==> config.mk <==
export PLATFORM = sky130hd
export DESIGN_NAME = branchCondition
export DESIGN_NICKNAME = d
export VERILOG_FILES = /design/src/hdl/dataPathPkg.sv /design/src/hdl/branchCondition.sv
export SDC_FILE = /design/constraint.sdc
export NUM_CORES = 1
export LEC_CHECK = 0
export BUFFER_PORTS_ARGS = -buffer_cell sky130_fd_sc_hd__buf_2
export CAP_MARGIN = 20
export CORE_AREA = 2 2 39 41
export CTS_CLUSTER_DIAMETER = 80
export CTS_CLUSTER_SIZE = 25
export DETAILED_ROUTE_END_ITERATION = 8
export DIE_AREA = 0 0 41 43
export PLACE_DENSITY = 0.65
export SYNTH_ARGS = -nofsm -noshare
export SYNTH_HDL_FRONTEND = slang
export SYNTH_SLANG_ARGS = --single-unit
==> constraint.sdc <==
create_clock -name clock -period 1.49 [get_ports clock]
set_input_delay 0.2235 -clock clock [delete_from_list [all_inputs] [get_ports clock]]
set_output_delay 0.2235 -clock clock [all_outputs]
set_load 0.02 [all_outputs]
==> src/hdl/dataPathPkg.sv <==
package dataPathPkg;

	// one bus word, also the width of every register
	typedef logic [31:0] word_t;
	typedef logic [3:0] regIndex_t;
	// one bit per general register, R0 in bit 0
	typedef logic [15:0] regMask_t;

	// rc overlaps the top of the immediate
	typedef struct packed {
		regIndex_t rc;
		logic [14:0] spare;
	} rcField_t;

	typedef union packed {
		rcField_t rField;
		logic [18:0] imm;
	} lowField_t;

	typedef struct packed {
		logic [4:0] opcode;
		regIndex_t ra;
		regIndex_t rb;
		lowField_t low;
	} instr_t;

	typedef enum logic [3:0] {
		aluAdd, aluSub, aluAnd, aluOr,
		aluShr, aluShra, aluShl, aluRor, aluRol,
		aluMul, aluNeg, aluNot, aluPass
	} aluOp_e;

	// teaching ISA opcode numbering
	localparam logic [4:0] opAdd = 5'd3;
	localparam logic [4:0] opSub = 5'd4;
	localparam logic [4:0] opAnd = 5'd5;
	localparam logic [4:0] opOr = 5'd6;
	localparam logic [4:0] opShr = 5'd7;
	localparam logic [4:0] opShra = 5'd8;
	localparam logic [4:0] opShl = 5'd9;
	localparam logic [4:0] opRor = 5'd10;
	localparam logic [4:0] opRol = 5'd11;
	localparam logic [4:0] opAddi = 5'd12;
	localparam logic [4:0] opAndi = 5'd13;
	localparam logic [4:0] opOri = 5'd14;
	localparam logic [4:0] opMul = 5'd15;
	localparam logic [4:0] opNeg = 5'd16;
	localparam logic [4:0] opNot = 5'd17;
	localparam logic [4:0] opBranch = 5'd19;

	// bus sources
	typedef struct packed {
		logic hiOut;
		logic loOut;
		logic zHighOut;
		logic zLowOut;
		logic pcOut;
		logic mdrOut;
		logic inPortOut;
		logic cOut;
	} busDrive_t;

	// bus destinations
	typedef struct packed {
		logic hiIn;
		logic loIn;
		logic zIn;
		logic pcIn;
		logic irIn;
		logic yIn;
		logic marIn;
		logic mdrIn;
		logic outPortIn;
		logic conIn;
	} regLoad_t;

	typedef struct packed {
		logic gra;
		logic grb;
		logic grc;
		logic rIn;
		logic rOut;
		logic baOut;
	} regSelect_t;

	typedef struct packed {
		logic read;
		logic write;
	} memCtrl_t;

endpackage

==> src/hdl/branchCondition.sv <==
module branchCondition (
	input logic clock,
	input logic rstN,
	input dataPathPkg::instr_t ir,
	input dataPathPkg::word_t busValue,
	input logic conIn,
	output logic branchTaken
);

	logic [1:0] condCode;
	logic isZero;
	logic isNegative;
	logic condMet;

	// low two bits of rb
	assign condCode = ir.rb[1:0];
	assign isZero = (busValue == '0);
	assign isNegative = busValue[31];

	always_comb begin
		case (condCode)
			2'd0: condMet = isZero;
			2'd1: condMet = !isZero;
			2'd2: condMet = !isNegative && !isZero;
			default: condMet = isNegative;
		endcase
	end

	always_ff @(posedge clock or negedge rstN) begin
		if (!rstN) begin
			branchTaken <= 1'b0;
		end else if (conIn) begin
			branchTaken <= condMet;
		end
	end

endmodule

==> run_results.csv, run 1 <==
group,metric,value,unit
cts,hold_buffers,0,
worst_setup_path,endpoint_kind,"flop",
sta,worst_slew_pin_slew,0.248,ns
synthesis,synth-compound-area-share,0.145,
die,coreArea,1380,um^2
die,start_util,0.112,
synthesis,avgSynthCellArea,8.62,um^2
layout,regArea,25.0,um^2
layout,drive_above_1_share,0.727,
power_and_ir_drop,p_leak,0.170,nW
sta,setup_viol,0,
layout,nets,124,
cts,post_cts_resized,0,
worst_setup_path,critPathLaunch,"busValue[9]",
route,drcViolationCount,0,
grt,grt_max_degree,4,
synthesis,synth-seq-cells,1,
synthesis,synthesis.area,155,um^2
power_and_ir_drop,pwr_density_cell,296,nW/um^2
worst_setup_path,rr_worst_depth,2,
synthesis,post-synth-top-area-fraction,0.242,
die,rows,14,
worst_setup_path,critical_path_class,"in2reg",
sta,maxSlewViolCount,0,
outcome,outcome,"finished with violations",
worst_setup_path,max_stage_delay,0.29,ns
worst_setup_path,reg2reg_from,"branchTaken",
cts,insertion_delay,0,ns
layout,area_growth,132,%
outcome,violations,"hold timing",
sta,rsz0062_at_grt,"false",
route,ant_nets,0,
layout,final_util,0.260,
cts,cts_setup_buffers,0,
layout,multiInputGateArea,130,um^2
synthesis,synthSimpleGateAreaFrac,0.637,
synthesis,ys_warn_count,0,
worst_setup_path,critPathLaunchType,"input pin",
power_and_ir_drop,irDropWorstVdd,0.000154,V
place,io_buffers,37,
die,die-area,1760,um^2
worst_setup_path,worstPathCellList,"buf_2 > nor4_1 > nand4_1 > o32ai_1 > a31oi_1",
sta,hold_viol_final,1,
synthesis,synth.mux.area_fraction,0,
synthesis,ys_seq_area_frac,0.161,
layout,fill_cells,161,
grt,grt.total_usage,0.0720,
synthesis,yosys.area_share.adder,0,
sta,holdWs,-0.000658,ns
synthesis,synthCells,18,
grt,grt_pass1_vias,278,
job,drv_cap,0,
route,wl_per_cell,9.18,um
place,place_hpwl,629,um
synthesis,synth_nets,85,
sta,fin_crit_sh,0.852,
hold_path,hp-class,"in2async",
route,num_vias,312,
worst_setup_path,required,1.35,ns
route,wl,652,um
sta,slew_headroom,0.833,
route,vias_per_cell,4.39,
synthesis,synth_top_cell_by_area,"nor4_2",
synthesis,synthDistinctLibCells,11,
grt,antenna_found_initial,0,
grt,grt_pass1_wl,959,um
synthesis,synthTopCellsByArea,"nor4_2 24%, nor4_1 20%, dfrtp_1 16%",
worst_setup_path,path_buf_inv,1,
worst_setup_path,cp_top_family,"simple AND/OR/NAND/NOR gates",
worst_setup_path,crit_cells,5,
die,die_h,43,um
sta,setup_tns,0,ns
sta,fmax,788,MHz
layout,top_register,"branchTaken",
die,die_w,41,um
layout,diodes,0,
worst_setup_path,path_max_fanout,2,
worst_setup_path,slowest_stage,"o32ai_1",
route,first_iter_violations,0,
sta,fin_crit,1.27,ns
place,globalplace.congestion,0.608,
die,io_pins,68,
layout,largest_reg_flops,1,
cts,clk_pin_slew,0,ns
sta,finalClockSkew,0,ns
grt,gr-total-overflow,0,
layout,largestRegisters,"branchTaken: 1 flops",
synthesis,synth_xor_xnor_area_share,0.0565,
synthesis,synth_top_family_by_area,"simple AND/OR/NAND/NOR gates",
worst_setup_path,worstPathArrival,1.13,ns
route,dr.pass1.iters,1,
-- where the power goes --
group	switching, mW	internal, mW	leakage, nW
combinational	0.0297	0.0445	0.159
clock	0	0	0
sequential	0.00145	0.0310	0.0111
total	0.0312	0.0755	0.170
-- path summary, 6_finish.rpt --
kind / slack [ns] / endpoint
max in group asynchronous: 1.41 / branchTaken
min reg2reg: 0.59 / branchTaken
max reg2reg: 0.81 / branchTaken
min in group clock: 0.47 / branchTaken
max: 0.22 / branchTaken
min: -0.0007 / branchTaken
-- cell usage in the layout, fill, tap and decap left out, drive strengths merged --
cell / instances
nand3: 1
dfrtp: 1
o32ai: 1
nor4: 8
or2: 1
nor2b: 1
o211ai: 1
buf: 37
xnor2: 1
nand4: 2
a31oi: 1
-- routing by layer --
| metal | part of all wire | track usage | vias to the layer above | routed length (um) |
|---|---|---|---|---|
| met4 | 0 | 0 | 0 | 0 |
| met5 | 0 | 0 | - | 0 |
| li1 | - | - | 156 | - |
| met3 | 0.16 | 0 | 0 | 102 |
| met1 | 0.28 | 0.0603 | 138 | 181 |
| met2 | 0.56 | 0.166 | 18 | 368 |
-- cells by family after synthesis --
| group | Yosys count |
|---|---|
| and+or+nand+nor | 13 |
| AOI/OAI and AO/OA | 3 |
| DFF | 1 |
| xor gates and xnor gates | 1 |
-- Yosys cell counts --
master,count
a31oi_1,1
dfrtp_1,1
nand3_1,1
nand4_1,2
nor2b_1,1
nor4_1,5
nor4_2,3
o211ai_1,1
o32ai_1,1
or2_0,1
xnor2_1,1
-- final cells by class --
cell class                      instances  area share
Multi-Input combinational cell         17       0.361
Sequential cell                         1      0.0694
Tap cell                               16      0.0556
Timing Repair Buffer                   37       0.514
-- per-stage QoR --
stage                     instance area [um^2]  std cells  total power [mW]  hold slack, ns  setup WS, ns
after floorplan                            155         18            0.0503         -0.0721         0.449
after global placement                     360         71             0.105        0.000340         0.232
after detailed placement                   360         71             0.107         0.00145         0.193
after CTS                                  360         71             0.108         0.00168         0.194
after global routing                       360         71             0.116         0.00176         0.100
final                                      360         71             0.107       -0.000658         0.221
-- worst reg2reg max path, cell delays in order (launching register included) --
cell     delay (ns)
dfrtp_1        0.35
o32ai_1        0.11
a31oi_1        0.08
(Power assumes the default switching activity.)
==> inputs of run 2 (changes only) <==
==> constraint.sdc (replaced) <==
create_clock -name clock -period 1.49 [get_ports clock]
set_input_delay 0.0745 -clock clock [delete_from_list [all_inputs] [get_ports clock]]
set_output_delay 0.0745 -clock clock [all_outputs]
set_load 0.02 [all_outputs]
==> run 2 against run 1 <==
Effect of this change: the run now ends clean; combinational power rose by 3.0%; via count rose by 1.3%; final cell count rose by 1.4%; critical path type unchanged; first-iteration DRC count did not move; total power rose by 2.1%; largest cell class unchanged; wire length rose by 2.5%; sequential power barely moved; flip-flop and latch count did not move; critical endpoint unchanged; die area did not move; sequential share of layout area fell by 0.19 points.
==> run_results.csv, run 2 (synthesis results as in run 1) <==
group,metric,value,unit
power_and_ir_drop,p_leak,0.175,nW
worst_setup_path,slowest_stage,"o32ai_1",
layout,fill_cells,160,
layout,largestRegisters,"branchTaken: 1 flops",
layout,area_growth,139,%
worst_setup_path,worstPathArrival,0.98,ns
sta,fin_crit_sh,0.752,
worst_setup_path,endpoint_kind,"flop",
sta,setup_viol,0,
outcome,outcome,"completed",
die,die_h,43,um
power_and_ir_drop,p_total,109,uW
grt,grt.total_usage,0.0750,
place,place_area,360,um^2
worst_setup_path,path_max_fanout,2,
hold_path,hp-class,"in2reg",
route,num_vias,316,
sta,worst_slew_pin_slew,0.248,ns
sta,fin_crit,1.12,ns
layout,regArea,25.0,um^2
worst_setup_path,cp_top_family,"simple AND/OR/NAND/NOR gates",
route,wl,668,um
grt,gr-total-overflow,0,
place,io_buffers,37,
worst_setup_path,worstPathCellList,"buf_2 > nor4_1 > nand4_1 > o32ai_1 > a31oi_1",
job,drv_cap,0,
worst_setup_path,reg2reg_from,"branchTaken",
die,coreArea,1380,um^2
layout,drive_above_1_share,0.714,
worst_setup_path,reg2reg_to,"branchTaken",
cts,post_cts_resized,0,
layout,multiInputGateArea,130,um^2
sta,hold_viol_final,0,
route,first_iter_violations,0,
worst_setup_path,required,1.35,ns
sta,maxSlewViolCount,0,
sta,slew_headroom,0.833,
worst_setup_path,r2r_slack,0.81,ns
layout,mostFrequentLayoutCells,"37 x buf_2, 5 x nor4_1, 3 x nor4_2",
hold_path,min_from,"conIn",
route,drcViolationCount,0,
worst_setup_path,path_buf_inv,1,
worst_setup_path,max_stage_delay,0.29,ns
grt,grt_max_degree,4,
sta,rsz0062_at_grt,"false",
layout,diodes,0,
hold_path,min_to,"branchTaken",
power_and_ir_drop,irDropWorstVdd,0.000160,V
die,io_pins,68,
worst_setup_path,critPathLaunchType,"input pin",
layout,final_area,370,um^2
layout,largest_reg_flops,1,
route,vias_per_cell,4.39,
grt,antenna_found_initial,0,
grt,grt_pass1_wl,1000,um
worst_setup_path,critical_path_class,"in2reg",
die,start_util,0.112,
die,rows,14,
sta,holdWs,0.320,ns
die,die_w,41,um
power_and_ir_drop,pwr_density_cell,294,nW/um^2
layout,layout_commonest_cell,"buf_2",
place,globalplace.congestion,0.608,
route,ant_nets,0,
worst_setup_path,rr_worst_depth,2,
layout,top_register,"branchTaken",
hold_path,hold_path_depth,2,
grt,grt_pass1_vias,288,
route,dr.pass1.iters,1,
place,place_hpwl,629,um
sta,fmax,893,MHz
route,wl_per_cell,9.28,um
layout,nets,125,
die,die-area,1760,um^2
cts,insertion_delay,0,ns
cts,clk_pin_slew,0,ns
sta,finalClockSkew,0,ns
sta,setup_tns,0,ns
[run 2: report_power, final]
group	switching, mW	total (mW)	leakage, nW	internal (mW)
logic	0.0302	0.0765	0.163	0.0462
clock network	0	0	0	0
registers	0.00148	0.0324	0.0111	0.0310
[run 2: routing by layer]
metal / up-vias / share of wire / global-route usage / wire (um)
met5: - / 0 / 0 / 0
met1: 140 / 0.28 / 0.0635 / 187
met4: 0 / 0 / 0 / 0
met3: 0 / 0.15 / 0 / 102
met2: 18 / 0.57 / 0.172 / 379
li1: 158 / - / - / -
[run 2: how the worst max path moves through the flow]
stage	start	cells past startpoint	to
6_report	busValue[9]	5	branchTaken
5_1_grt	busValue[16]	5	branchTaken
4_1_cts	busValue[9]	5	branchTaken
3_5_place_dp	busValue[9]	5	branchTaken
3_3_place_gp	busValue[1]	5	branchTaken
2_1_floorplan	busValue[25]	4	branchTaken
[run 2: area by class of cell]
class / instances / share of cell area
sequential: 1 / 0.0676
multi-input combinational: 17 / 0.351
timing repair buffer: 38 / 0.527
tap: 16 / 0.0541
[run 2: through the flow]
step / utilization / cells / setup slack, ns
after floorplan: - / 18 / 0.598
after global placement: 0.260 / 71 / 0.381
after detailed placement: 0.260 / 71 / 0.342
after CTS: 0.268 / 72 / 0.343
after global routing: 0.268 / 72 / 0.249
final: 0.268 / 72 / 0.370
[run 2: repair_timing]
item                                    4_1_cts  5_1_grt
endpoints found under the setup margin        0        0
hold buffers                                  1        0
buffers inserted                              0        0
endpoints found under the hold margin         1        0
