==> src/hdl/dataPathPkg.sv <==
package dataPathPkg;

	// one bus word, also the width of every register
	typedef logic [31:0] word_t;
	typedef logic [3:0] regIndex_t;
	// one bit per general register, R0 in bit 0
	typedef logic [15:0] regMask_t;

	// rc overlaps the top of the immediate
	typedef struct packed {
		regIndex_t rc;
		logic [14:0] spare;
	} rcField_t;

	typedef union packed {
		rcField_t rField;
		logic [18:0] imm;
	} lowField_t;

	typedef struct packed {
		logic [4:0] opcode;
		regIndex_t ra;
		regIndex_t rb;
		lowField_t low;
	} instr_t;

	typedef enum logic [3:0] {
		aluAdd, aluSub, aluAnd, aluOr,
		aluShr, aluShra, aluShl, aluRor, aluRol,
		aluMul, aluNeg, aluNot, aluPass
	} aluOp_e;

	// teaching ISA opcode numbering
	localparam logic [4:0] opAdd = 5'd3;
	localparam logic [4:0] opSub = 5'd4;
	localparam logic [4:0] opAnd = 5'd5;
	localparam logic [4:0] opOr = 5'd6;
	localparam logic [4:0] opShr = 5'd7;
	localparam logic [4:0] opShra = 5'd8;
	localparam logic [4:0] opShl = 5'd9;
	localparam logic [4:0] opRor = 5'd10;
	localparam logic [4:0] opRol = 5'd11;
	localparam logic [4:0] opAddi = 5'd12;
	localparam logic [4:0] opAndi = 5'd13;
	localparam logic [4:0] opOri = 5'd14;
	localparam logic [4:0] opMul = 5'd15;
	localparam logic [4:0] opNeg = 5'd16;
	localparam logic [4:0] opNot = 5'd17;
	localparam logic [4:0] opBranch = 5'd19;

	// bus sources
	typedef struct packed {
		logic hiOut;
		logic loOut;
		logic zHighOut;
		logic zLowOut;
		logic pcOut;
		logic mdrOut;
		logic inPortOut;
		logic cOut;
	} busDrive_t;

	// bus destinations
	typedef struct packed {
		logic hiIn;
		logic loIn;
		logic zIn;
		logic pcIn;
		logic irIn;
		logic yIn;
		logic marIn;
		logic mdrIn;
		logic outPortIn;
		logic conIn;
	} regLoad_t;

	typedef struct packed {
		logic gra;
		logic grb;
		logic grc;
		logic rIn;
		logic rOut;
		logic baOut;
	} regSelect_t;

	typedef struct packed {
		logic read;
		logic write;
	} memCtrl_t;

endpackage

==> src/hdl/registerFile.sv <==
module registerFile (
	input logic clock,
	input logic rstN,
	input dataPathPkg::word_t busValue,
	input dataPathPkg::regMask_t regLoad,
	input dataPathPkg::regMask_t regDrive,
	input logic baOut,
	output dataPathPkg::word_t regOutValue
);

	// R0 to R15
	dataPathPkg::word_t regs [16];

	always_ff @(posedge clock or negedge rstN) begin
		if (!rstN) begin
			for (int i = 0; i < 16; i++) begin
				regs[i] <= '0;
			end
		end else begin
			for (int i = 0; i < 16; i++) begin
				if (regLoad[i]) begin
					regs[i] <= busValue;
				end
			end
		end
	end

	// OR of the driven registers, at most one of them
	always_comb begin
		regOutValue = '0;
		for (int i = 1; i < 16; i++) begin
			if (regDrive[i]) begin
				regOutValue |= regs[i];
			end
		end
		// base addressing reads R0 as zero
		if (regDrive[0] && !baOut) begin
			regOutValue |= regs[0];
		end
	end

	// drive mask comes from the IR decode in selectEncode
	assert property (@(posedge clock) disable iff (!rstN)
		$onehot0(regDrive))
	else
		$error("register drive mask not one-hot: %h", regDrive);

endmodule

==> config.mk <==
export PLATFORM = sky130hd
export DESIGN_NAME = registerFile
export DESIGN_NICKNAME = d
export VERILOG_FILES = /design/src/hdl/dataPathPkg.sv /design/src/hdl/registerFile.sv
export SDC_FILE = /design/constraint.sdc
export NUM_CORES = 1
export LEC_CHECK = 0
export ABC_CLOCK_PERIOD_IN_PS = 1960
export BUFFER_PORTS_ARGS = -buffer_cell sky130_fd_sc_hd__buf_4
export CORE_MARGIN = 4
export CORE_UTILIZATION = 46
export CTS_BUF_LIST = sky130_fd_sc_hd__clkbuf_8 sky130_fd_sc_hd__clkbuf_16
export DETAILED_ROUTE_END_ITERATION = 6
export GPL_TIMING_DRIVEN = 0
export PLACE_DENSITY = 0.7
export RECOVER_POWER = 25
export SETUP_SLACK_MARGIN = 0.02
export SYNTH_ARGS = -nofsm -noshare
export SYNTH_HDL_FRONTEND = slang
export SYNTH_SLANG_ARGS = --single-unit
==> constraint.sdc <==
create_clock -name clock -period 1.96 [get_ports clock]
set_input_delay 0.294 -clock clock [delete_from_list [all_inputs] [get_ports clock]]
set_output_delay 0.294 -clock clock [all_outputs]
set_load 0.05 [all_outputs]
==> flow_summary.ini, run 1 <==
[synthesis]
synth_cell_types = 13
avgSynthCellArea_sq_um = 14.5
yosys_warnings = 0
yosysTopAreaCell = dfrtp_1
synth_cells = 1490
syn_nets = 1557
synth_area_leaders = dfrtp_1, mux2_2, a22oi_1, mux2_1, clkbuf_1
synth_seq_area_share_pct = 59.2
ys_seq_elements = 512
syn_area_sq_mm = 0.0216
synth_top_area_share_pct = 59.2

[global_routing]
globalRoute.busiestLayer = met2
met2_usage_pct = 39.5
grt_max_degree = 129
overflow = 0
met3_usage_pct = 5.78
grt_pass1_vias = 15000
grt_pass1_wl_microns = 95100
grt_usage_pct = 25.1
met1_usage_pct = 34.3
antenna_found_initial = 1

[clock_tree]
cts-buffers-inserted = 54
post_cts_buffers = 0
clk_latency_ps = 600
cts.clk_slew.worst_paths_ps = 60
clockBufferDepth = 3
htreeDepth = 2
cts.sinks = 512
ctsRootBufferMaster = clkbuf_16
tritoncts = yes

[cells_and_area]
reg_top3 = regs x512
post-route-util_pct = 54.3
antenna_cells = 0
multi_input_area_sq_mm = 0.00819
drive_gt1_share_pct = 40.3
n_fill_cell = 3810
fin_nets = 1733
largest_register_ffs = 512
seqCellArea_sq_mm = 0.0128
area_delta_synth_final_pct = 16.9
top_register = regs

[hold_path]
min_path_cells = 2
whs_endpoint = regs[477]
hold_start = regLoad[1]
min_path_type = input pin to flop

[sta]
rsz0062_at_grt = true
finalHoldViolCount = 0
timing.fmax_ghz = 0.430
postLayoutSetupSlackWorst_ps = -364
worst_pin_slew_ps = 1120
skew_ps = 0
slew_viol_final = 0
holdWs_ps = 166
finalSetupViolCount = 32
period_share_pct = 119
max_slew_margin_pct = 25.2
min_period_ps = 2320

[setup_path]
reg2reg_to = regs[489]
rrSetupSlack_ps = 1140
reg2regPathDepth = 1
arrival_ps = 2030
critical_path.endpoint_type = output pin
required_ps = 1670
cp-start-kind = flop
path_max_fanout = 2
r2r_start = regs[489]
crit_type = flop to output pin

[power_and_ir_drop]
ir_drop_mv = 0.952
p_sw_uw = 6440
swShare_pct = 25.6
power_density_mw_per_mm2 = 993
p_leak_uw = 0.0105
clkPwrFrac_pct = 39.0
total_power_uw = 25100
seq_power_share_pct = 48.6
intPower_uw = 18700
pwr-share-comb_pct = 12.4

[floorplan]
dieHeight_microns = 225
coreArea_sq_mm = 0.0466
start_util_pct = 46.5
die_area_sq_mm = 0.0505
io_pins = 99
fp.dieW_microns = 225
num_rows = 79

[detailed_routing]
ant_nets = 0
num_vias = 14400
routed_wirelength_microns = 64400
wl_per_cell_microns = 27.9
drtIter0Drc = 1351
drc_errors = 0
routed_via_density = 6.24
dr.pass1.iters = 5

[job]
drv_cap = 0

[outcome]
violations = negative setup slack
status = finished with violations

[placed_design]
port_buffers = 82
dpl_worst_slack_ps = -403
dp_hpwl_microns = 41500
routabilityCongestion = 0.877
-- power groups by stage --
stage                     clock network, uW  registers [uW]  logic, uW
final                                  9780           12200       3120
after global routing                  10300           12300       3340
after CTS                              9910           12200       3110
after detailed placement                  0           12400       3030
after global placement                    0           12300       2910
after floorplan                           0           12200       1940
-- area by class of cell --
cell class,count,area share [%]
tap,607,3.01
multi-input combinational,833,32.4
clock buffer,65,5.99
timing repair buffer,120,4.63
buffer,145,2.53
sequential,512,50.7
clock inverter,29,0.713
-- critical path, cell delays in order, from the launching register on --
cell      delay, ps
dfrtp_1         380
a222oi_1        380
nand3_1         130
a211o_1         350
buf_6           200
-- layout by cell type (no fill, tap or decap) --
cell and n:
dfrtp_1 512, mux2_2 474, a22oi_1 188, clkbuf_1 101, clkbuf_16 56, buf_4 41, mux2_1 38, buf_6 36
buf_2 34, dlygate4sd3_1 33, nand4_1 32, a222oi_1 32, nand3_1 32, a211o_1 32, inv_1 15, clkbuf_2 12
clkinv_2 10, clkbuf_8 10, a22oi_2 4, buf_16 4, clkinv_8 2, nor2b_1 1, buf_1 1, clkdlybuf4s15_2 1
inv_8 1, bufinv_16 1, clkbuf_4 1
-- logic make-up after synthesis --
| group | count (synthesis) | synth area share (%) |
|---|---|---|
| AO/OA/AOI/OAI | 256 | 9.44 |
| multiplexers | 512 | 26.7 |
| flip-flops | 512 | 59.2 |
| buffers and inverters | 145 | 2.96 |
| AND/OR/NAND/NOR | 65 | 1.70 |
-- metal layers --
layer | share of wire, % | vias to the layer above
li1 | - | 5978
met1 | 41 | 7690
met2 | 46 | 602
met3 | 8.4 | 139
met4 | 3.9 | 2
met5 | 0.012 | -
-- synth_stat cells (all sizes together) --
cell type    n
dfrtp      512
a222oi      32
a211o       32
nor2b        1
clkbuf      88
nand3       32
mux2       512
buf         57
nand4       32
a22oi      192
-- worst max-delay path by stage --
stage / startpoint / endpoint / slack, ps / depth (start not counted)
after floorplan: regDrive[0] / regOutValue[10] / 370 / 4
after global routing: regs[384] / regOutValue[0] / -420 / 4
after global placement: rstN / regs[494] / -4540 / 1
after detailed placement: baOut / regOutValue[1] / -400 / 6
after CTS: regs[384] / regOutValue[0] / -360 / 4
final: regs[384] / regOutValue[0] / -360 / 4
-- through the flow --
step,instances,instance area [sq um],setup TNS (ps)
final,2311,25300,-8190
after global routing,2311,25300,-55480
after CTS,2310,25300,-8900
after detailed placement,2183,23100,-10320
after global placement,2179,23000,-2314400
after floorplan,1490,21600,0
-- repair_timing --
action	CTS	global route
cloned	0	1
pin swaps	43	18
hold endpoints to repair	257	0
setup endpoints to repair	32	159
hold buffers	33	0
resized for setup	40	27
Note: power is estimated with default switching activity, not from simulation.
==> run 2: changes to the inputs <==
==> constraint.sdc (replaced) <==
create_clock -name clock -period 1.96 [get_ports clock]
set_input_delay 0.196 -clock clock [delete_from_list [all_inputs] [get_ports clock]]
set_output_delay 0.196 -clock clock [all_outputs]
set_load 0.05 [all_outputs]
==> run 2 against run 1 <==
Net effect: the flow still finishes with violations (negative setup slack); sequential power about the same; clock skew unchanged; count of clock-buffer cells in the layout unchanged; final cell count stayed put; via count down 0.37%.
==> flow_summary.ini, run 2 (same netlist as run 1, synthesis figures left out) <==
[setup_path]
crit_type = flop to output pin
required_ps = 1760
arrival_ps = 2020
reg2regPathDepth = 1
critical_path.endpoint_type = output pin
path_max_fanout = 2
cp-start-kind = flop
rrSetupSlack_ps = 1140

[cells_and_area]
seqCellArea_sq_mm = 0.0128
post-route-util_pct = 54.3
area_delta_synth_final_pct = 16.9
most-common-layout-cells = dfrtp_1, mux2_2, a22oi_1
top_register = regs
antenna_cells = 0
multi_input_area_sq_mm = 0.00819
largest_register_ffs = 512
reg_top3 = regs x512
fin_nets = 1733
final_common_cell = dfrtp_1
n_fill_cell = 3803
drive_gt1_share_pct = 40.0

[clock_tree]
cts.sinks = 512
ctsRootBufferMaster = clkbuf_16
cts-buffers-inserted = 54
tritoncts = yes
cts.clk_slew.worst_paths_ps = 60
clockBufferDepth = 3
clk_latency_ps = 600
htreeDepth = 2

[sta]
worst_pin_slew_ps = 1160
tns_ps = -4830
postLayoutSetupSlackWorst_ps = -253
rsz0062_at_grt = true
slew_viol_final = 0
timing.fmax_ghz = 0.452
skew_ps = 0
max_slew_margin_pct = 23.0
min_period_ps = 2210
finalHoldViolCount = 0
period_share_pct = 113
finalSetupViolCount = 32

[global_routing]
antenna_found_initial = 1
grt_max_degree = 129
grt_pass1_vias = 15100
grt_usage_pct = 25.1
overflow = 0
grt_pass1_wl_microns = 95100

[floorplan]
die_area_sq_mm = 0.0505
fp.dieW_microns = 225
io_pins = 99
coreArea_sq_mm = 0.0466
start_util_pct = 46.5
num_rows = 79
dieHeight_microns = 225

[power_and_ir_drop]
ir_drop_mv = 0.945
p_leak_uw = 0.0105
total_power_uw = 25100
power_density_mw_per_mm2 = 993

[detailed_routing]
num_vias = 14400
dr.pass1.iters = 6
drc_errors = 0
wl_met3_microns = 5190
ant_nets = 0
routed_via_density = 6.21
drtIter0Drc = 1352
wl_met2_microns = 29900
highest_layer = met5
wl_per_cell_microns = 27.9
routed_wirelength_microns = 64500
wl_met1_microns = 27000

[placed_design]
dpl_worst_slack_ps = -207
routabilityCongestion = 0.877
port_buffers = 82
dp_hpwl_microns = 41500

[hold_path]
min_path_cells = 2
min_path_type = input pin to flop

[outcome]
violations = negative setup slack
status = finished with violations

[job]
drv_cap = 0
## run 2: changes by cell type in the layout (fill, tap and decap cells not counted)
cell	delta
buf_8	+1
clkbuf_4	-1
clkbuf_2	-10
buf_4	+5
buf_1	-1
clkbuf_1	+6
## run 2: path summary, 6_finish.rpt
| kind | start | to |
|---|---|---|
| max | regs[384] | regOutValue[0] |
| min | regLoad[9] | regs[223] |
| max reg2reg | regs[506] | regs[506] |
| min reg2reg | regs[492] | regs[492] |
| max in group asynchronous | rstN | regs[8] |
| min in group asynchronous | rstN | regs[53] |
## run 2: layout make-up
type	count	share of cell area (%)
multi-input combinational	833	32.4
buffer	145	2.48
clock buffer	65	5.99
timing repair buffer	120	4.74
tap	607	3.00
sequential	512	50.7
clock inverter	29	0.713
## run 2: layer usage
metal,GRT usage (%),vias up
li1,-,5989
met1,34.3,7629
met2,39.5,585
met3,5.78,152
met4,9.70,2
met5,0,-
## run 2: where the power goes
| group | internal (uW) | switching (uW) | leakage (uW) |
|---|---|---|---|
| Clock | 5570 | 4210 | 0.000903 |
| Combinational | 1460 | 1660 | 0.00359 |
| Sequential | 11600 | 570 | 0.00599 |
| Total | 18700 | 6440 | 0.0105 |
## run 2: worst max-delay path: stages (launching register included)
cell and delay, ps:
dfrtp_1 380, a222oi_1 370, nand3_1 130, a211o_1 350, buf_6 200
## run 2: through the flow
stage / hold WS, ps / cell area [sq um] / cells
after floorplan: -99.6 / 21600 / 1490
after global placement: 469 / 23000 / 2179
after detailed placement: 189 / 23100 / 2183
after CTS: 49.7 / 25300 / 2310
after global routing: 81.5 / 25300 / 2311
final: 86.8 / 25300 / 2311
## run 2: repair_timing
item | CTS | global route
setup endpoints to repair | 32 | 121
cloned | 0 | 1
endpoints found under the hold margin | 258 | 0
setup buffers | 0 | 0
gates resized for setup | 38 | 2
pin swaps | 43 | 18
hold buffers | 33 | 0
==> run 3: changes to the inputs <==
- CORE_UTILIZATION: 46 -> 28
- PLACE_DENSITY: 0.7 -> 0.5
- SETUP_SLACK_MARGIN: 0.02 -> not set
==> run 3 against run 2 <==
Net effect: the flow finishes with violations (negative hold slack, negative setup slack); via count increased by 0.29%; sequential cell count unchanged; first-iteration DRC count decreased by 11%; wire length increased by 13%; utilization decreased by 20 points; critical endpoint is now regOutValue[1].
==> flow_summary.ini, run 3 (same netlist as run 1, synthesis figures left out) <==
[outcome]
status = finished with violations
violations = negative hold slack, negative setup slack

[cells_and_area]
area_delta_synth_final_pct = 20.2
fin_nets = 1735
drive_gt1_share_pct = 41.9
most-common-layout-cells = dfrtp_1, mux2_2, a22oi_1
design_area_sq_mm = 0.0260
reg_top3 = regs x512
top_register = regs
post-route-util_pct = 34.1
largest_register_ffs = 512
n_fill_cell = 7459
final_common_cell = dfrtp_1

[clock_tree]
cts_hold_buf = 32
tritoncts = yes
cts.sinks = 512
cts.clk_slew.worst_paths_ps = 60
clk_latency_ps = 620
ctsRootBufferMaster = clkbuf_16
htreeDepth = 2
post_cts_buffers = 0
clockBufferDepth = 3
cts-buffers-inserted = 57

[sta]
skew_ps = 0
postLayoutSetupSlackWorst_ps = -294
rsz0062_at_grt = true
slew_viol_final = 0
finalSetupViolCount = 32
holdWs_ps = -442
min_period_ps = 2250
worst_pin_slew_ps = 1450
max_slew_margin_pct = 3.00
finalHoldViolCount = 76
period_share_pct = 115
timing.fmax_ghz = 0.444

[power_and_ir_drop]
intPower_uw = 19300
clkPwrFrac_pct = 40.8
swShare_pct = 25.8
total_power_uw = 26000
power_density_mw_per_mm2 = 1000
seq_power_share_pct = 46.9
pwr-share-comb_pct = 12.3
p_leak_uw = 0.0107
p_sw_uw = 6700
ir_drop_mv = 0.629

[detailed_routing]
wl_per_cell_microns = 26.7
dr.pass1.iters = 5
drtIter0Drc = 1202
routed_via_density = 5.25
ant_nets = 0
routed_wirelength_microns = 73100
drc_errors = 0
num_vias = 14400

[floorplan]
io_pins = 99
die_area_sq_mm = 0.0817
coreArea_sq_mm = 0.0762
dieHeight_microns = 286
num_rows = 101
fp.dieW_microns = 286
start_util_pct = 28.4

[placed_design]
routabilityCongestion = 0.812
dp_hpwl_microns = 47300
port_buffers = 82
dpl_cell_area_sq_mm = 0.0236

[job]
drv_cap = 0

[setup_path]
required_ps = 1760
slowest_delay_ps = 380
crit_type = flop to output pin
critical_path.endpoint_type = output pin
critical_path.cell_chain = a222oi_1, nand3_1, a211o_4, buf_4
cp-start-kind = flop
arrival_ps = 2060
slowest_stage = dfrtp_1
path_max_fanout = 2

[global_routing]
grt_usage_pct = 17.5
antenna_found_initial = 2
grt_pass1_vias = 15100
grt_max_degree = 119
overflow = 0
grt_pass1_wl_microns = 105000

[hold_path]
min_path_type = input pin to async pin
run 3: cell count changes in the layout (fill, tap and decap cells not counted), moves of 4 or more:
cell / delta
a22oi_1: +4
a22oi_2: -4
buf_2: +18
buf_4: +4
clkbuf_1: -32
clkbuf_2: +11
run 3: worst paths after layout:
check,slack [ps],start,end,cells after the start
worst max-delay path,-290,regs[385],regOutValue[1],4
worst min-delay path,-440,rstN,regs[471],1
worst max register to register,1160,regs[44],regs[44],1
worst min register to register,490,regs[489],regs[489],1
max in group asynchronous,420,rstN,regs[340],2
min in group clock,70,regLoad[1],regs[477],2
run 3: worst max-delay path, delay by kind of cell (launching register included):
kind            cells  cell delay (ps)
compound gates      2              700
flops               1              380
buf+inv             1              200
simple gates        1              150
run 3: what timing repair did:
item / 4_1_cts / 5_1_grt
pin swaps: 42 / 26
gates cloned: 0 / 1
hold endpoints to repair: 268 / 76
setup endpoints to repair: 32 / 90
gates resized for setup: 40 / 19
run 3: through the flow:
| stage | std cells | setup WS, ps | hold WS, ps | setup TNS (ps) |
|---|---|---|---|---|
| floorplan | 1490 | 571 | -99.6 | 0 |
| CTS | 2741 | -334 | -421 | -7800 |
| global placement | 2602 | -4690 | 470 | -2366980 |
| finish | 2743 | -294 | -442 | -5830 |
| global route | 2742 | -375 | -397 | -8870 |
| detailed placement | 2606 | -404 | 231 | -52540 |
run 3: final cells by class:
class                   instances  area (sq um)  share of cell area [%]
clock buffers                  70          1620                    6.22
diodes                          1          2.50                 0.00963
well taps                    1030          1290                    4.96
flip-flops and latches        512         12800                    49.3
clock inverters                33           248                   0.953
multi-input cells             833          8180                    31.5
plain buffers                 145           663                    2.55
repair buffers                119          1170                    4.52
run 3: power by group through the flow:
stage                     Sequential [uW]  Combinational, uW  Clock, uW
after floorplan                     12200               1940          0
after global placement              12300               3040          0
after detailed placement            12400               3140          0
after CTS                           12200               3220      10900
after global routing                12300               3440      11300
final                               12200               3200      10600
run 3: layer usage:
layer	vias up	global-route usage, %	wire, microns
li1	6006	-	-
met1	7757	24.8	33300
met2	498	26.9	32700
met3	137	3.48	4900
met4	0	5.85	2260
met5	-	0	0
