<file path="config.mk">
export PLATFORM = sky130hd
export DESIGN_NAME = selectEncode
export DESIGN_NICKNAME = d
export VERILOG_FILES = /design/src/hdl/dataPathPkg.sv /design/src/hdl/selectEncode.sv
export SDC_FILE = /design/constraint.sdc
export NUM_CORES = 1
export LEC_CHECK = 0
export ABC_CLOCK_PERIOD_IN_PS = 1300
export BUFFER_PORTS_ARGS = -buffer_cell sky130_fd_sc_hd__buf_2
export CELL_PAD_IN_SITES_DETAIL_PLACEMENT = 1
export CELL_PAD_IN_SITES_GLOBAL_PLACEMENT = 2
export CORE_MARGIN = 2
export CORE_UTILIZATION = 16
export DETAILED_ROUTE_END_ITERATION = 7
export PLACE_DENSITY = 0.95
export SETUP_SLACK_MARGIN = 0.1
export SYNTH_ARGS = -nofsm -noshare
export SYNTH_HDL_FRONTEND = slang
export SYNTH_SLANG_ARGS = --single-unit
</file>
<file path="constraint.sdc">
create_clock -name vclk -period 1.3
set_clock_uncertainty 0.15 [all_clocks]
set_input_delay 0 -clock vclk [all_inputs]
set_output_delay 0 -clock vclk [all_outputs]
set_load 0.02 [all_outputs]
</file>
<file path="src/hdl/dataPathPkg.sv">
package dataPathPkg;

	// one bus word, also the width of every register
	typedef logic [31:0] word_t;
	typedef logic [3:0] regIndex_t;
	// one bit per general register, R0 in bit 0
	typedef logic [15:0] regMask_t;

	// rc overlaps the top of the immediate
	typedef struct packed {
		regIndex_t rc;
		logic [14:0] spare;
	} rcField_t;

	typedef union packed {
		rcField_t rField;
		logic [18:0] imm;
	} lowField_t;

	typedef struct packed {
		logic [4:0] opcode;
		regIndex_t ra;
		regIndex_t rb;
		lowField_t low;
	} instr_t;

	typedef enum logic [3:0] {
		aluAdd, aluSub, aluAnd, aluOr,
		aluShr, aluShra, aluShl, aluRor, aluRol,
		aluMul, aluNeg, aluNot, aluPass
	} aluOp_e;

	// teaching ISA opcode numbering
	localparam logic [4:0] opAdd = 5'd3;
	localparam logic [4:0] opSub = 5'd4;
	localparam logic [4:0] opAnd = 5'd5;
	localparam logic [4:0] opOr = 5'd6;
	localparam logic [4:0] opShr = 5'd7;
	localparam logic [4:0] opShra = 5'd8;
	localparam logic [4:0] opShl = 5'd9;
	localparam logic [4:0] opRor = 5'd10;
	localparam logic [4:0] opRol = 5'd11;
	localparam logic [4:0] opAddi = 5'd12;
	localparam logic [4:0] opAndi = 5'd13;
	localparam logic [4:0] opOri = 5'd14;
	localparam logic [4:0] opMul = 5'd15;
	localparam logic [4:0] opNeg = 5'd16;
	localparam logic [4:0] opNot = 5'd17;
	localparam logic [4:0] opBranch = 5'd19;

	// bus sources
	typedef struct packed {
		logic hiOut;
		logic loOut;
		logic zHighOut;
		logic zLowOut;
		logic pcOut;
		logic mdrOut;
		logic inPortOut;
		logic cOut;
	} busDrive_t;

	// bus destinations
	typedef struct packed {
		logic hiIn;
		logic loIn;
		logic zIn;
		logic pcIn;
		logic irIn;
		logic yIn;
		logic marIn;
		logic mdrIn;
		logic outPortIn;
		logic conIn;
	} regLoad_t;

	typedef struct packed {
		logic gra;
		logic grb;
		logic grc;
		logic rIn;
		logic rOut;
		logic baOut;
	} regSelect_t;

	typedef struct packed {
		logic read;
		logic write;
	} memCtrl_t;

endpackage

</file>
<file path="src/hdl/selectEncode.sv">
module selectEncode (
	input dataPathPkg::instr_t ir,
	input dataPathPkg::regSelect_t select,
	output dataPathPkg::regMask_t regLoad,
	output dataPathPkg::regMask_t regDrive,
	output dataPathPkg::aluOp_e aluOp,
	output dataPathPkg::word_t cSignExt
);

	dataPathPkg::regIndex_t regNum;
	dataPathPkg::regMask_t oneHot;
	logic anyGroup;

	// pick the register field
	always_comb begin
		regNum = '0;
		if (select.gra) begin
			regNum = ir.ra;
		end else if (select.grb) begin
			regNum = ir.rb;
		end else if (select.grc) begin
			regNum = ir.low.rField.rc;
		end
	end

	assign anyGroup = select.gra | select.grb | select.grc;
	assign oneHot = dataPathPkg::regMask_t'(1) << regNum;

	// no field chosen means no register enable
	assign regLoad = (anyGroup && select.rIn) ? oneHot : '0;
	assign regDrive = (anyGroup && (select.rOut || select.baOut)) ? oneHot : '0;

	assign cSignExt = {{13{ir.low.imm[18]}}, ir.low.imm};

	always_comb begin
		case (ir.opcode)
			dataPathPkg::opAdd, dataPathPkg::opAddi: aluOp = dataPathPkg::aluAdd;
			dataPathPkg::opSub: aluOp = dataPathPkg::aluSub;
			dataPathPkg::opAnd, dataPathPkg::opAndi: aluOp = dataPathPkg::aluAnd;
			dataPathPkg::opOr, dataPathPkg::opOri: aluOp = dataPathPkg::aluOr;
			dataPathPkg::opShr: aluOp = dataPathPkg::aluShr;
			dataPathPkg::opShra: aluOp = dataPathPkg::aluShra;
			dataPathPkg::opShl: aluOp = dataPathPkg::aluShl;
			dataPathPkg::opRor: aluOp = dataPathPkg::aluRor;
			dataPathPkg::opRol: aluOp = dataPathPkg::aluRol;
			dataPathPkg::opMul: aluOp = dataPathPkg::aluMul;
			dataPathPkg::opNeg: aluOp = dataPathPkg::aluNeg;
			dataPathPkg::opNot: aluOp = dataPathPkg::aluNot;
			// branch target is PC plus C
			dataPathPkg::opBranch: aluOp = dataPathPkg::aluAdd;
			default: aluOp = dataPathPkg::aluPass;
		endcase
	end

	// only one register field at a time
	always_comb begin
		assert ($onehot0({select.gra, select.grb, select.grc}))
		else
			$error("more than one register field selected");
	end

endmodule

</file>
==> metrics.txt, run 1 <==
Mapped Cells 131; Hold Path Class input pin to output pin; die footprint 6230 µm²; overall routing resource usage 8.69%; most frequent cells in the layout 46 x buf_2, 19 x nor2_2, 19 x buf_6; Yosys top cell area share 27.6%; startpoint types input pin; final period utilization 96.2%; final setup fails 0; post-layout utilization of the core 31.2%; Tightest Pin Transition 0.318 ns; vias in the first global route 983; Max Freq 800 MHz; via/cell ratio 4.09; hold path depth 2; largest net degree at the start of global routing 15; Core ar. 5470 µm²; Seq/Total Area, Yosys 0%; crit end category output pin; worst setup path class input pin to output pin; ANT nets after route 0; Wirelength per Cell 13.3 µm; IO Pins 106; # diodes 0; syn nets 176; maxcap violations 0; cell taking the most area after synthesis buf_4; Yosys warning count 0; seq_cells 0; Area contributors post-synth buf_4 28%, nor2_1 15%, ha_1 9.7%; Max VDD drop 0.113 mV; vias after detailed routing 1091; dpl ws 0.0147 ns; Worst Hold Launch ir[16]; Pwr Density 389 nW/µm²; Seq. cell area 0 µm²; number of DRC markers in iteration 0 21; endpoints failing hold 0; RSZ-0062 raised after global routing true; initial antenna violation count 0; status complete, no violations; Required @ worst endpoint 1.15 ns; DRC violations left 0; initial core utilization 16.4%; Layout area overhead 90.1%; # clk buffers 0; Post-Syn Area 898 µm²; global-route wire length before repair 4.60 mm; CP Data Arrival Time 1.10 ns; Leakage 0.784 nW; most common cell after layout, fill and taps aside buf_2; Max Slew Vio Count 0; post-route minimum period 1.25 ns; Routed WL 3.55 mm; Worst Path Max Fanout 5; # rows 27; Layout Nets 242; synth unique cells 22; Die W 78.9 µm; Initial DRT Pass Iterations 2; PnR worst setup slack 0.0498 ns; Worst Hold End cSignExt[16]; input/output buffers 76; GPL Wtd Cong 0.708; Mapped Avg Cell Area 6.86 µm²; layout cells sized above 1 67.7%; Rel. slew slack 78.8%; die height 78.9 µm; total power 0.000664 W; grt total ovfl 0; Post-DP HPWL 2.47 mm; CP Launch Point select[4]; setup TNS 0 ns
-- cell families after synthesis --
family | Yosys count | synth area share (%)
buffers and inverters | 43 | 31.8
AOI/OAI and AO/OA | 19 | 21.7
muxes | 2 | 2.23
and+or+nand+nor | 60 | 34.5
adders and majority gates | 7 | 9.75
-- Yosys cell counts --
master    count
nor2_1       36
buf_4        33
inv_1         9
nand3_2       8
ha_1          7
o21ai_0       5
nand2_2       4
nand3b_1      4
a21oi_2       3
a22oi_4       3
nor3_1        3
a22o_2        2
a31o_2        2
mux2i_1       2
nand2_1       2
nor2b_1       2
a21oi_1       1
a22o_4        1
a31oi_2       1
clkbuf_1      1
nand3_1       1
o31ai_1       1
-- metal layers --
metal / GRT usage, % / share of wire, % / wire [µm] / vias up
li1: - / - / - / 528
met1: 9.11 / 32 / 1150 / 506
met2: 19.1 / 61 / 2180 / 57
met3: 1.02 / 6.3 / 223 / 0
met4: 0 / 0 / 0 / 0
met5: 0 / 0 / 0 / -
-- final cells by class --
class,instances,area [µm²]
fillers,637,3760
multi-input cells,88,797
repair buffers,98,787
well taps,72,90.1
inverters,9,33.8
-- stage by stage --
stage / instances / area [µm²] / hold WS, ns
after floorplan: 131 / 898 / -0.0374
after global placement: 247 / 1130 / -0.150
after detailed placement: 247 / 1130 / -0.150
after CTS: 264 / 1410 / 0.0905
after global routing: 267 / 1710 / 0.103
final: 267 / 1710 / 0.0880
-- where the power goes --
part / internal, W / switching, W
clock: 0 / 0
combinational: 0.000271 / 0.000393
sequential: 0 / 0
-- critical path, stage by stage --
cell,delay (ns)
buf_12,0.11
nand3b_1,0.22
buf_4,0.18
a22o_4,0.26
nand3_4,0.12
nor2_1,0.06
buf_2,0.16
-- worst max path at each step --
stage	endpoint	slack (ns)	depth (start not counted)
after floorplan	aluOp[2]	0.10	4
after global placement	regLoad[12]	0.04	6
after detailed placement	regDrive[9]	0.01	6
after CTS	regLoad[15]	0.09	6
after global routing	regLoad[10]	-0.004	6
final	regDrive[2]	0.05	7
-- what timing repair did --
action / in CTS / in global routing
endpoints found under the hold margin: 15 / 0
setup endpoints to repair: 34 / 34
hold buffers: 15 / 0
cloned: 1 / 0
pin swaps: 9 / 14
resized for setup: 28 / 69
buffers inserted: 1 / 3
Power figures use the tool's default switching activity.
==> run 2, diff against run 1 <==
--- a/config.mk
+++ b/config.mk
@@ -5,14 +5,15 @@
 export SDC_FILE = /design/constraint.sdc
 export NUM_CORES = 1
 export LEC_CHECK = 0
-export ABC_CLOCK_PERIOD_IN_PS = 1300
+export ABC_AREA = 1
+export ABC_CLOCK_PERIOD_IN_PS = 1400
 export BUFFER_PORTS_ARGS = -buffer_cell sky130_fd_sc_hd__buf_2
 export CELL_PAD_IN_SITES_DETAIL_PLACEMENT = 1
 export CELL_PAD_IN_SITES_GLOBAL_PLACEMENT = 2
 export CORE_MARGIN = 2
-export CORE_UTILIZATION = 16
+export CORE_UTILIZATION = 15
 export DETAILED_ROUTE_END_ITERATION = 7
-export PLACE_DENSITY = 0.95
+export PLACE_DENSITY = 0.94
 export SETUP_SLACK_MARGIN = 0.1
 export SYNTH_ARGS = -nofsm -noshare
 export SYNTH_HDL_FRONTEND = slang
==> constraint.sdc (replaced) <==
create_clock -name vclk -period 1.4
set_clock_uncertainty 0.15 [all_clocks]
set_input_delay 0 -clock vclk [all_inputs]
set_output_delay 0 -clock vclk [all_outputs]
set_load 0.02 [all_outputs]
==> run 2 against run 1 <==
Against the previous run: non-clock buffer count is the same; cell area is 12% lower; synthesized cell count rose by 29%; clock-buffer cell count is the same; highest routed layer unchanged; total power fell by 18%; setup slack improved by 0.14 ns; global-route usage is 0.35 points higher; utilization fell by 7.7 points; sequential cell count did not move; area after synthesis rose by 9.1%; worst hold slack gained 0.016 ns.
==> metrics.txt, run 2 <==
synth unique cells 24 (+9.1%); Combinational Power Share 100.0% (about the same); Pwr Density 363 nW/µm² (-6.5%); Post-Syn Area 980 µm² (+9.1%); Yosys top cell area share 25.3% (-2.3 points); most common cell after layout, fill and taps aside buf_2; layout cells sized above 1 47.8% (-20 points); switching power 0.000341 W (-13%); overall routing resource usage 9.04% (+0.35 points); Yosys warning count 0 (unchanged); final setup fails 0 (unchanged); crit end category output pin; most frequent cells in the layout 64 x buf_2, 35 x nor2_1, 24 x nand2_1; # rows 29 (+7.4%); largest net degree at the start of global routing 17 (+2); sw frac 62.8% (+3.6 points); multi-input logic area 693 µm² (-13%); Max Slew Vio Count 0 (unchanged); Seq/Total Area, Yosys 0% (unchanged); vias after detailed routing 1216 (+11%); Leakage 0.822 nW (+4.9%); # clk buffers 0 (unchanged); Mapped Avg Cell Area 5.80 µm² (-15%); maxcap violations 0 (unchanged); Hold Path Class input pin to output pin; Die W 84.8 µm (+7.5%); global-route wire length before repair 5.52 mm (+20%); Worst Hold Launch ir[17]; Tightest Pin Transition 0.232 ns (-0.0856 ns); cell internal pwr 0.000202 W (-25%); FILL cells 789 (+24%); vias in the first global route 1150 (+17%); Layout area overhead 52.6%; PnR worst setup slack 0.185 ns (+0.135 ns); seq_cells 0 (unchanged); RSZ-0062 raised after global routing true; top post-synthesis cells by count 36 x nor2_1, 33 x buf_4, 27 x nand2_1; hold path depth 2 (unchanged); die height 84.8 µm (+7.5%); Clk pwr share 0% (unchanged); Worst Path Max Fanout 8 (+3); syn nets 214 (+22%); xor/xnor cell area share of the yosys netlist 0% (unchanged); Synth Area in Simple Gates 50.2% (+16 points); Max VDD drop 0.120 mV (+6.3%); input/output buffers 76 (unchanged); mux cell area share after synthesis 0% (-2.2 points); adder-cell share of the synthesized area 8.94% (-0.81 points); CP Data Arrival Time 1.06 ns (-0.04 ns); IO Pins 106 (unchanged); worst setup path class input pin to output pin; ANT nets after route 0 (unchanged); Routed WL 3.59 mm (+0.93%); grt total ovfl 0 (unchanged); die footprint 7190 µm² (+15%); GPL Wtd Cong 0.755 (+6.7%); Compound-Gate Fraction of Synth Area 6.00% (-16 points); Worst Hold End cSignExt[17]; number of DRC markers in iteration 0 18 (-14%); setup TNS 0 ns (unchanged); Required @ worst endpoint 1.25 ns (+0.10 ns); sequential power share 0% (unchanged); most frequent cell after synthesis nor2_1; cell taking the most area after synthesis buf_4; dpl ws 0.0848 ns (+0.0702 ns); post-route minimum period 1.21 ns; endpoints failing hold 0 (unchanged); via/cell ratio 3.96 (-3.1%); initial core utilization 15.4% (-0.99 points); Layout Nets 277 (+14%); Post-DP HPWL 2.98 mm (+20%); hold slack 0.104 ns (+0.0158 ns); Initial DRT Pass Iterations 2 (unchanged); Area contributors post-synth buf_4 25%, nor2_1 14%, nand2_1 10%; Rel. slew slack 84.5% (+5.7 points); Seq. cell area 0 µm² (unchanged); # diodes 0 (unchanged); Max Freq 823 MHz; main combinational cell family by area after synthesis simple AND/OR/NAND/NOR gates; DRC violations left 0 (unchanged); final period utilization 86.8%; Core ar. 6350 µm² (+16%); Mapped Cells 169 (+29%); total power 0.000543 W (-18%); startpoint types input pin; Wirelength per Cell 11.7 µm (-12%); initial antenna violation count 0 (unchanged); status complete, no violations
==> run 2: power by group through the flow <==
stage | Clock, W | Combinational, W | Sequential (W)
3_3_place_gp | 0 | 0.000430 | 0
6_report | 0 | 0.000543 | 0
4_1_cts | 0 | 0.000505 | 0
3_5_place_dp | 0 | 0.000439 | 0
2_1_floorplan | 0 | 0.000374 | 0
5_1_grt | 0 | 0.000595 | 0
==> run 2: cell type report <==
class                      count  share of cell area [%]
multi-input combinational    117                    46.4
timing repair buffer          98                    42.9
tap                           77                    6.44
inverter                      15                    4.27
==> run 2: routing by layer <==
metal / wire, µm / vias up / GRT usage (%)
met1: 1550 / 548 / 12.3
met4: 0 / 0 / 0
met5: 0 / - / 0
li1: - / 621 / -
met2: 1830 / 47 / 16.8
met3: 203 / 0 / 0.486
==> run 2: cells by family after synthesis <==
group,Yosys count
buffers and inverters,52
AOI/OAI and AO/OA,11
adders and majority gates,7
and+or+nand+nor,99
==> run 2: worst max-delay path: stages <==
cell and delay [ns]:
buf_2 0.15, nand2_1 0.07, nor2_1 0.09, nor2_1 0.07, nor2_4 0.17, buf_4 0.14, nand3_2 0.08, nor3_2 0.11
buf_2 0.19
==> run 2: what timing repair did <==
action	in CTS	in global routing
hold endpoints to repair	15	0
pin swaps	0	5
endpoints found under the setup margin	1	31
buffers inserted	0	2
hold buffers	15	0
resized for setup	1	29
==> run 2: metrics by stage <==
step	cells	instance area, µm²	util [%]
2_1_floorplan	169	980	-
3_3_place_gp	290	1230	19.3
3_5_place_dp	290	1230	19.3
4_1_cts	305	1380	21.7
5_1_grt	307	1500	23.5
6_report	307	1500	23.5
==> run 2: how the worst max path moves through the flow <==
stage | from | endpoint
after global routing | select[3] | regDrive[12]
after global placement | select[4] | regDrive[9]
final | select[3] | regDrive[12]
after detailed placement | select[5] | regDrive[8]
after floorplan | select[4] | regDrive[15]
after CTS | select[5] | regLoad[2]
==> run 3, diff against run 2 <==
--- a/config.mk
+++ b/config.mk
@@ -5,15 +5,15 @@
 export SDC_FILE = /design/constraint.sdc
 export NUM_CORES = 1
 export LEC_CHECK = 0
-export ABC_AREA = 1
 export ABC_CLOCK_PERIOD_IN_PS = 1400
 export BUFFER_PORTS_ARGS = -buffer_cell sky130_fd_sc_hd__buf_2
 export CELL_PAD_IN_SITES_DETAIL_PLACEMENT = 1
 export CELL_PAD_IN_SITES_GLOBAL_PLACEMENT = 2
+export CORE_ASPECT_RATIO = 0.8
 export CORE_MARGIN = 2
 export CORE_UTILIZATION = 15
 export DETAILED_ROUTE_END_ITERATION = 7
-export PLACE_DENSITY = 0.94
+export PLACE_DENSITY = 0.95
 export SETUP_SLACK_MARGIN = 0.1
 export SYNTH_ARGS = -nofsm -noshare
 export SYNTH_HDL_FRONTEND = slang
==> run 3 against run 2 <==
Against the previous run: sequential cell count unchanged; combinational power up 3.9%; routed wire length up 1.4%; die area down 7.9%; sequential share of layout area unchanged; first-iteration DRC count up 56%; critical path depth down 2; largest power group unchanged.
==> metrics.txt, run 3 (synthesis gave the netlist of run 1 again) <==
post-route minimum period 1.26 ns (+0.0407 ns); Core ar. 5850 µm² (-7.9%); initial antenna violation count 0 (unchanged); RSZ-0062 raised after global routing true; vias in the first global route 957 (-17%); Placed Instances 255 (-12%); post-layout utilization of the core 26.1% (+2.5 points); maxcap violations 0 (unchanged); DRC violations left 0 (unchanged); IO Pins 106 (unchanged); Pwr Density 370 nW/µm² (+1.8%); global-route wire length before repair 4.77 mm (-14%); setup TNS 0 ns (unchanged); Tightest Pin Transition 0.258 ns (+0.0259 ns); Worst Path Max Fanout 5 (-3); final period utilization 89.7% (+2.9 points); Max VDD drop 0.0776 mV (-36%); switching power 0.000339 W (-0.57%); Leakage 0.751 nW (-8.6%); die footprint 6630 µm² (-7.9%); Combinational Power Share 100.0% (about the same); # diodes 0 (unchanged); Rel. slew slack 82.7% (-1.7 points); Required @ worst endpoint 1.25 ns (about the same); CP max stage delay 0.24 ns (+0.05 ns); # clk buffers 0 (unchanged); Layout area overhead 69.6%; overall routing resource usage 8.69% (-0.35 points); most common cell after layout, fill and taps aside buf_2; Worst path slowest cell a22oi_4; status complete, no violations; Layout Nets 243 (-12%); largest net degree at the start of global routing 15 (-2); worst setup path class input pin to output pin; layout cells sized above 1 58.7% (+11 points); Hold Path Class input pin to output pin; startpoint types input pin; via/cell ratio 3.89 (-1.7%); initial core utilization 15.4% (-0.070 points); grt total ovfl 0 (unchanged); Routed WL 3.64 mm (+1.4%); sw frac 60.2% (-2.6 points); FILL cells 740 (-6.2%); # rows 25 (-14%); final setup fails 0 (unchanged); number of DRC markers in iteration 0 28 (+10); Clk pwr share 0% (unchanged); crit end category output pin; Wirelength per Cell 13.1 µm (+12%); sequential power share 0% (unchanged); crit-path cells buf_12 > nand3b_1 > a22oi_4 > buf_12 > nand3_4 > nor2_1 > buf_2; seq_cells 0 (unchanged); ANT nets after route 0 (unchanged); input/output buffers 76 (unchanged); non-filler cells in the finished layout 277 (-9.8%); Crit path top cell by count buf_12; most frequent cells in the layout 65 x buf_2, 30 x nor2_1, 15 x dlygate4sd3_1; Max Slew Vio Count 0 (unchanged); endpoints failing hold 0 (unchanged); die height 73.2 µm (-14%); CP Data Arrival Time 1.11 ns (+0.05 ns); vias after detailed routing 1078 (-11%); GPL Wtd Cong 0.805 (+6.7%); Seq. cell area 0 µm² (unchanged); Max Freq 797 MHz (-3.2%); Initial DRT Pass Iterations 4 (+2); cell internal pwr 0.000225 W (+11%); Post-DP HPWL 2.59 mm (-13%); Die W 90.5 µm (+6.7%)
==> run 3: changes by cell type in the layout (fill, tap and decap cells not counted), sizes merged, moves of 3 or more <==
cell,previous run,this run
a22oi,0,3
nand3,21,9
nand4,3,0
nand3b,0,4
inv,14,9
a22o,0,3
nor2,41,36
nand2,30,6
==> run 3: power by group through the flow <==
stage | clock network, W | logic [W] | registers, W
after floorplan | 0 | 0.000356 | 0
after global placement | 0 | 0.000392 | 0
after detailed placement | 0 | 0.000401 | 0
after CTS | 0 | 0.000468 | 0
after global routing | 0 | 0.000601 | 0
final | 0 | 0.000564 | 0
==> run 3: repair_timing <==
action                                  CTS  global route
hold buffers                             15             0
resized for setup                         1            37
cloned                                    0             1
pin swaps                                 2             8
setup buffers                             0             6
endpoints found under the hold margin    15             0
endpoints found under the setup margin    4            28
==> run 3: path summary, 6_finish.rpt <==
kind	startpoint	end	slack, ns	depth (start not counted)
max	select[4]	regLoad[3]	0.14	7
min	ir[15]	cSignExt[15]	0.09	2
==> run 3: per-stage QoR <==
stage	power [W]	hold WS [ns]	setup WS (ns)	cell area, µm²
after detailed placement	0.000401	-0.150	0.0782	1140
final	0.000564	0.0905	0.145	1520
after floorplan	0.000356	-0.0374	0.203	898
after CTS	0.000468	0.0916	0.115	1290
after global placement	0.000392	-0.150	0.109	1140
after global routing	0.000601	0.102	0.0743	1520
==> run 3: metal layers <==
layer	vias up	wire [µm]	global-route usage, %
met4	0	51	0
met1	500	1460	10.4
met3	4	187	0.620
met5	-	0	0
met2	41	1930	18.1
li1	533	-	-
==> run 3: cell type report <==
| type | instances | area (µm²) | share of cell area (%) |
|---|---|---|---|
| inverters | 9 | 33.8 | 2.22 |
| multi-input cells | 88 | 701 | 46.0 |
| repair buffers | 99 | 688 | 45.2 |
| well taps | 81 | 101 | 6.65 |
==> run 3: worst max-delay path, delay by kind of cell <==
family,cells,cell delay (ns)
buffers and inverters,3,0.44
AND/OR/NAND/NOR,3,0.42
AO/OA/AOI/OAI,1,0.24
